<file path="config.mk">
export PLATFORM = sky130hd
export DESIGN_NAME = srrip_policy
export DESIGN_NICKNAME = d
export VERILOG_FILES = /design/src/hdl/cache_dir_pkg.sv /design/src/hdl/srrip_policy.sv
export SDC_FILE = /design/constraint.sdc
export NUM_CORES = 2
export LEC_CHECK = 0
export BUFFER_PORTS_ARGS = -buffer_cell sky130_fd_sc_hd__buf_4
export CORE_MARGIN = 4
export CORE_UTILIZATION = 35
export CTS_CLUSTER_SIZE = 14
export DETAILED_ROUTE_END_ITERATION = 8
export SYNTH_ARGS = -nofsm -noshare
export SYNTH_HDL_FRONTEND = slang
export SYNTH_SLANG_ARGS = --single-unit
</file>
<file path="constraint.sdc">
create_clock -name clk -period 15.51 [get_ports clk]
set_clock_uncertainty 0.2 [all_clocks]
set_input_delay 1.551 -clock clk [delete_from_list [all_inputs] [get_ports clk]]
set_output_delay 1.551 -clock clk [all_outputs]
set_load 0.02 [all_outputs]
</file>
<file path="src/hdl/cache_dir_pkg.sv">
`default_nettype none

package cache_dir_pkg;

    // ----------------------------------------------------------------------
    // directory geometry
    // ----------------------------------------------------------------------
    localparam int unsigned set_num    = 64;
    localparam int unsigned way_num    = 4;
    localparam int unsigned rrpv_width = 2;
    localparam int unsigned tag_width  = 12;

    localparam int unsigned index_width = $clog2(set_num);  // 6 for 64 sets
    localparam int unsigned way_width   = $clog2(way_num);  // 2 for 4 ways

    // ----------------------------------------------------------------------
    // re-reference prediction values
    // ----------------------------------------------------------------------
    localparam logic [rrpv_width-1:0] rrpv_max    = '1;              // distant re-reference
    localparam logic [rrpv_width-1:0] rrpv_insert = rrpv_max - 1'b1; // new lines land here

endpackage

`default_nettype wire

</file>
<file path="src/hdl/srrip_policy.sv">
`timescale 1ns/100ps
`default_nettype none

module srrip_policy (
    input  logic                                  clk,
    input  logic                                  rst_n,
    input  logic                                  req_vld_0,
    input  logic                                  req_vld_1,
    input  logic [cache_dir_pkg::index_width-1:0] req_index_0,
    input  logic [cache_dir_pkg::index_width-1:0] req_index_1,
    input  logic                                  hit_0,
    input  logic                                  hit_1,
    input  logic [cache_dir_pkg::way_width-1:0]   hit_way_0,
    input  logic [cache_dir_pkg::way_width-1:0]   hit_way_1,
    output logic [cache_dir_pkg::way_width-1:0]   victim_way_0,
    output logic [cache_dir_pkg::way_width-1:0]   victim_way_1
);
    import cache_dir_pkg::*;

    logic [way_num-1:0][rrpv_width-1:0] rrpv_q [set_num];

    logic                               miss_0;
    logic                               miss_1;
    logic                               same_set;     // port 0 touches port 1's set
    logic [way_num-1:0][rrpv_width-1:0] set_0;
    logic [way_num-1:0][rrpv_width-1:0] aged_0;
    logic [way_num-1:0][rrpv_width-1:0] next_0;
    logic [way_num-1:0][rrpv_width-1:0] base_1;
    logic [way_num-1:0][rrpv_width-1:0] aged_1;
    logic [way_num-1:0][rrpv_width-1:0] next_1;
    logic [way_num-1:0]                 skip_1;

    // ----------------------------------------------------------------------
    // victim search
    // lifts all scanned ways by the gap between the set's highest value
    // and rrpv_max, equal to repeated single-step aging, then picks the
    // lowest scanned way at rrpv_max. skipped ways are left as they are
    // ----------------------------------------------------------------------
    function automatic logic [way_width-1:0] age_pick(
        input  logic [way_num-1:0][rrpv_width-1:0] vals,
        input  logic [way_num-1:0]                 skip,
        output logic [way_num-1:0][rrpv_width-1:0] aged
    );
        logic [rrpv_width-1:0] top;
        logic [rrpv_width-1:0] gap;
        logic                  found;
        top = '0;
        for (int w = 0; w < way_num; w++) begin
            if (!skip[w] && (vals[w] > top)) begin
                top = vals[w];
            end
        end
        gap      = rrpv_max - top;                // zero if already at max
        aged     = vals;
        age_pick = '0;
        found    = 1'b0;
        for (int w = 0; w < way_num; w++) begin
            if (!skip[w]) begin
                aged[w] = vals[w] + gap;
            end
            if (!found && !skip[w] && (aged[w] == rrpv_max)) begin
                age_pick = w[way_width-1:0];
                found    = 1'b1;
            end
        end
    endfunction

    // ----------------------------------------------------------------------
    // per-port next values
    // ----------------------------------------------------------------------
    always_comb begin
        miss_0   = req_vld_0 && !hit_0;
        miss_1   = req_vld_1 && !hit_1;
        same_set = req_vld_0 && (req_index_0 == req_index_1);

        // port 0 works on the stored set
        set_0        = rrpv_q[req_index_0];
        victim_way_0 = age_pick(set_0, '0, aged_0);
        if (hit_0) begin
            next_0            = set_0;
            next_0[hit_way_0] = '0;               // promote
        end else begin
            next_0               = aged_0;
            next_0[victim_way_0] = rrpv_insert;
        end

        // port 1 sees port 0's result when both share a set
        base_1 = same_set ? next_0 : rrpv_q[req_index_1];
        skip_1 = '0;
        if (same_set && miss_0) begin
            skip_1[victim_way_0] = 1'b1;          // keep port 0's victim
        end
        victim_way_1 = age_pick(base_1, skip_1, aged_1);
        if (hit_1) begin
            next_1            = base_1;
            next_1[hit_way_1] = '0;
        end else begin
            next_1               = aged_1;
            next_1[victim_way_1] = rrpv_insert;
        end
    end

    // ----------------------------------------------------------------------
    // value array
    // ----------------------------------------------------------------------
    always_ff @(posedge clk or negedge rst_n) begin
        if (!rst_n) begin
            for (int s = 0; s < set_num; s++) begin
                rrpv_q[s] <= {way_num{rrpv_max}};
            end
        end else begin
            if (req_vld_0) begin
                rrpv_q[req_index_0] <= next_0;
            end
            if (req_vld_1) begin
                rrpv_q[req_index_1] <= next_1;    // already holds port 0's update
            end
        end
    end

    // a double miss in one set must install into two different ways
    a_distinct_victims: assert property (
        @(posedge clk) disable iff (!rst_n)
        (same_set && miss_0 && miss_1) |-> (victim_way_0 != victim_way_1)
    ) else $error("%0t srrip_policy: both ports chose way %0d", $time, victim_way_0);

endmodule

`default_nettype wire

</file>
# --- After elaboration in Yosys (flattened, before gate mapping) ---
# Index checks and enable logic that the tools add are counted.
op_classes:
  n_addsub: 10
  n_mul: 0
  div: 0
  n_lt_le_gt_ge: 20
  eq_ne: 9
  shifts: 0
  muxes: 52
  n_bitwise: 12
  n_reduce_logical: 34
op_table:
  columns: ["op", "n"]
  rows:
  - ["$bwmux W512", 2]
  - ["$mux W512", 2]
  - ["$bmux W8 S6", 2]
  - ["$demux W8 S6", 2]
  - ["$mux W8", 9]
  - ["$mux W2", 20]
  - ["$logic_and A1 B1 Y1", 23]
  - ["$add A2 B2 Y2", 8]
  - ["$and A8 B8 Y8", 2]
  - ["$demux W2 S2", 4]
  - ["$eq A2 B2 Y1 const B", 8]
  - ["$not A8 Y8", 2]
  - ["$ge A7 B7 Y1 const B", 2]
  - ["$lt A7 B1 Y1 const B", 2]
  - ["$not A6 Y7", 2]
  - ["$gt A2 B2 Y1", 6]
  - ["$lt A2 B3 Y1 const B", 4]
  - ["$logic_not A1 Y1", 11]
  - ["$mux W1", 9]
  - ["$and A4 B4 Y4", 2]
  - ["$ge A2 B1 Y1 const B", 4]
  - ["$not A4 Y4", 2]
  - ["$or A4 B4 Y4", 2]
  - ["$eq A6 B6 Y1", 1]
  - ["4 further kinds", 6]
totals:
  register_bits: 512
  latch_bits: 0
  ram_bits: 0
  romBits: 0
  inputBits: 22
  output_inout_bits: 4
  wordCells: 393
  mem_count: 0

# --- Depth between registers and ports, before layout ---
logic_depth:
  ltp_word: 72
  depth_mapped: 67

# --- Worst setup path after synthesis ---
# Ideal clock, no wire load.
synth_timing:
  path_kind: "input-to-output"
  from: "input port req_index_0[1] in the netlist's numbering"
  to: "output port victim_way_1[0] in the netlist's numbering"
  t_arrival_ns: 13.039
  required_time_ns: 13.759
  path_slack_ns: 0.720
  stages: 61
  path_buffers: 7
  path_cell_list: "buf_6 > buf_6 > buf_6 > buf_6 > buf_6 > buf_6 > mux2_2 > a221oi_1 > o22ai_1 > a22oi_1 > nand4_1 > inv_1 > ha_1 > inv_1 > o31ai_1 > o21ai_0 > ha_1 > inv_1 > (+25 left out) > nor2b_1 > o21ai_0 > a21oi_1 > o31a_1 > inv_1 > ha_1 > nor2b_1 > o21a_1 > o31a_1 > a21oi_1 > a21oi_2 > ha_1 > nor2b_1 > and3_1 > o21ai_0 > nand2_1 > nand2b_1 > a21oi_1"
synth_between:
  elab_chain_len: 63
  elab_cells_between_ends: 95
synth_rtl:
  columns: ["element", "line", "source"]
  rows:
  - ["start: declaration", "srrip_policy.sv:9", "input logic [cache_dir_pkg::index_width-1:0] req_index_0,"]
  - ["$not A6 Y7 (implied by the code)", "srrip_policy.sv:77", "set_0 = rrpv_q[req_index_0];"]
  - ["$bmux W8 S6", "srrip_policy.sv:77", null]
  - ["$mux W8 (implied by the code) (2 in series)", "srrip_policy.sv:77", null]
  - ["$gt A2 B1 Y1", "srrip_policy.sv:49", "if (!skip[w] && (vals[w] > top)) begin"]
  - ["$mux W2", "srrip_policy.sv:49", null]
  - ["$gt A2 B2 Y1", "srrip_policy.sv:49", null]
  - ["$mux W2", "srrip_policy.sv:49", null]
  - ["$gt A2 B2 Y1", "srrip_policy.sv:49", null]
  - ["(+43 left out)", null, null]
  - ["$logic_and A1 B1 Y1 (2 in series)", "srrip_policy.sv:61", "if (!found && !skip[w] && (aged[w] == rrpv_max)) begin"]
  - ["$mux W1", "srrip_policy.sv:61", null]
  - ["$logic_not A1 Y1", "srrip_policy.sv:61", null]
  - ["$logic_and A1 B1 Y1 (2 in series)", "srrip_policy.sv:61", null]
  - ["$mux W1", "srrip_policy.sv:61", null]
  - ["$logic_not A1 Y1", "srrip_policy.sv:61", null]
  - ["$logic_and A1 B1 Y1 (2 in series)", "srrip_policy.sv:61", null]
  - ["$mux W2 *", "srrip_policy.sv:61", null]
  - ["end: declaration", "srrip_policy.sv:16", "output logic [cache_dir_pkg::way_width-1:0] victim_way_1"]
# Mark *: on every way between the ends. The rest lies on a longest branch, timed or not. The select of a mux whose other input is x is not followed.

# --- Worst setup path in the final report ---
layout_timing:
  from: "input port req_index_0[0] in the netlist's numbering"
  to: "output port victim_way_1[0] in the netlist's numbering"
# Same word-level chain as after synthesis.

==> summary.md <==
| Metric | Value |
|---|---|
| Critical Path AT | `13.03 ns` |
| Syn nets | `4036` |
| Post-synthesis register bit count | `512` |
| Switch share | `0.5161` |
| Vias in the first global route | `31990` |
| CP top delay family | `compound AO/OA/AOI/OAI gates` |
| Clock root buffer | `clkbuf_16` |
| Slew Limit Headroom | `-0.008981` |
| Biggest regs | `rrpv_q: 512 flops` |
| Largest net degree at the start of global routing | `106` |
| Rows | `114` |
| Worst-margin pin slew | `1.500 ns` |
| Reg with most FFs | `rrpv_q` |
| Post-detail-place hpwl | `112100 um` |
| Initial DRC count | `5856` |
| Nets | `3850` |
| Initial antenna violation count | `9` |
| Max incr delay on CP | `0.56 ns` |
| EDFF count, synth | `0` |
| Critical path buffers and inverters | `9` |
| CP Class | `input port to output pin` |
| Slew Limit Fails | `1` |
| Power share of the clock group | `0.149` |
| Internal | `4861 uW` |
| Max FFs per register | `512` |
| Mapped Cells | `3997` |
| Asr flop ratio synth | `1.000` |
| I/O pin total | `26` |
| Wirelength per Cell | `33.03 um` |
| Area delta synth->final | `10.21%` |
| Period Utilization, post-route | `0.9533` |
| Crit path capture type | `output pin` |
| Worst R2R Path Depth | `58` |
| Core box area | `97140 um2` |
| Max Root-Sink Buffers | `3` |
| Chip Width | `321.5 um` |
| First-pass GRT wire length | `241100 um` |
| Main synth FF type | `dfstp_2` |
| DRC viols | `0` |
| H-tree depth | `2` |
| Leakage power | `0.01268 uW` |
| CTS tree | `yes` |
| Crit path time final | `14.79 ns` |
| Chip height | `321.5 um` |
| CTS Buf Count | `59` |
| Pwr per Cell Area | `264.9 nW/um2` |
| Seq/Total Area, Yosys | `0.3911` |
| Reg power frac | `0.327` |
| Clock transition at path regs | `0.06 ns` |
| Fmax | `67.64 MHz` |
| Number of cells on the critical path | `58` |
| Antenna-violating nets left | `0` |
| Total congestion overflow | `0` |
| Setup Viol. Count Final | `0` |
| Failing checks | `max-capacitance violations, max-slew violations` |
| Status | `finished with violations` |
| Final WL | `169700 um` |
| GP Congestion | `1.071` |
| IO Port Bufs | `25` |
| Hold Path Class | `flop to flop` |
| Max-Cap Viols | `1` |
| Post-Syn Area | `34400 um2` |
| Die area | `103400 um2` |
| CP startpoint kind | `input port` |
| Final hold vios | `0` |
| Crit path max fanout | `31` |
| Combinational power share | `0.524` |
| VDD IR max | `470.0 uV` |
| Worst Path Required | `13.76 ns` |
| CP max stage cell | `mux4_2` |
| CP dominant cell by count | `ha_1` |
| Power, Total | `10040 uW` |
| Gr usage total | `0.3159` |
| Ys Warns | `0` |
| Vias | `35390` |
| Final design utilization | `0.3903` |
| Initial Util | `0.3541` |
| Layout cells sized above 1 | `0.2523` |
| Vias per inst | `6.890` |
| Mean Syn Cell Area | `8.605 um2` |
| Worst hold stages | `2` |
| Later-pin clock latency in the skew report | `0.67 ns` |
| Drt first pass iters | `7` |
| Clock sinks | `512` |
| Post-synthesis cell type count | `95` |
| Sw Pwr | `5183 uW` |
[cell type report]
cell class | instances | area (um2)
clock inverters | 17 | 235.2
inverters | 34 | 131.4
flip-flops and latches | 512 | 13450
fillers | 9656 | 59230
multi-input cells | 3044 | 19300
repair buffers | 160 | 1385
clock buffers | 89 | 1800
diodes | 4 | 10.01
well taps | 1276 | 1597
[worst paths after layout]
path                           startpoint              end  slack (ns)
max                        req_index_0[0]  victim_way_1[0]        0.72
min                            rrpv_q[16]       rrpv_q[16]        0.40
max reg2reg                   rrpv_q[113]      rrpv_q[272]        2.58
min reg2reg                    rrpv_q[16]       rrpv_q[16]        0.40
max in group asynchronous           rst_n       rrpv_q[22]       11.29
min in group asynchronous           rst_n      rrpv_q[219]        1.16
[repair_timing]
item | CTS | global route
buffers inserted | 0 | 3
resized for setup | 1 | 21
hold buffers | 0 | 0
endpoints found under the setup margin | 2 | 3
pin swaps | 0 | 2
gates cloned | 0 | 2
[synthesized netlist by cell type, types with 40 or more instances]
library cell,instances,area share
a21oi_1,173,0.025
a221oi_1,41,0.010
a22oi_1,205,0.045
a22oi_2,61,0.022
clkbuf_1,324,0.035
dfstp_2,512,0.39
mux2i_1,120,0.035
mux4_2,46,0.030
nand2_1,719,0.078
nand3_1,40,0.0058
nor2_1,191,0.021
o211ai_1,393,0.086
o21ai_0,535,0.078
o22ai_1,72,0.013
[worst min-delay path, delay by kind of cell, from the launching register on]
family	cells	cell delay [ns]
DFF	1	0.38
AOI/OAI and AO/OA	2	0.22
[through the flow]
| step | hold slack, ns | setup TNS [ns] | cells | setup WS (ns) | cell area, um2 |
|---|---|---|---|---|---|
| finish | 0.4020 | 0 | 5136 | 0.7249 | 37910 |
| global route | 0.4271 | -0.03622 | 5132 | -0.03310 | 37900 |
| CTS | 0.3950 | 0 | 5127 | 0.03771 | 37750 |
| detailed placement | 0.3859 | -0.1243 | 5021 | -0.1243 | 35710 |
| global placement | 0.3763 | 0 | 5021 | 0.2037 | 35710 |
| floorplan | 0.3568 | 0 | 3997 | 0.7196 | 34400 |
[layer usage]
| layer | routed length, um | up-vias | part of all wire | track usage |
|---|---|---|---|---|
| met1 | 65000 | 17270 | 0.38 | 0.4230 |
| li1 | - | 14610 | - | - |
| met3 | 22980 | 636 | 0.14 | 0.09343 |
| met4 | 12080 | 6 | 0.071 | 0.1785 |
| met2 | 69560 | 2872 | 0.41 | 0.4544 |
| met5 | 37 | - | 0.00022 | 0 |
[logic make-up after synthesis]
family	count (synthesis)	synth area share
mux	189	0.07257
flops	512	0.3911
fa+ha+maj	17	0.006184
buf+inv	441	0.05544
simple gates	1169	0.1480
xor+xnor	19	0.005275
compound gates	1650	0.3214
[layout by cell type, fill, tap and decap left out, drive strengths merged, types with 8 or more instances in the layout]
master  count
ha         17
o22ai      72
inv        34
and3       18
o211ai    394
clkbuf     91
a31oi      22
o21ai     552
nand2b     18
a21oi     174
nand2     720
a32oi      11
and4       13
nor3b      12
xnor2      14
dfstp     512
nand3      41
a22o       18
nor3       27
a22oi     266
nor2b      23
nor2      192
mux2       23
and2       17
nand4      34
a211oi      9
mux2i     120
nor4       11
clkinv     10
buf       158
mux4       46
or3         8
a221oi     42
nand3b     10
[power groups by stage]
| stage | logic, uW | clock network, uW | registers [uW] |
|---|---|---|---|
| after global placement | 5060 | 0 | 3220 |
| after floorplan | 3180 | 0 | 2750 |
| after CTS | 5090 | 1510 | 3200 |
| after global routing | 5510 | 1570 | 3280 |
| final | 5260 | 1500 | 3280 |
| after detailed placement | 5070 | 0 | 3200 |
(Power assumes the default switching activity.)
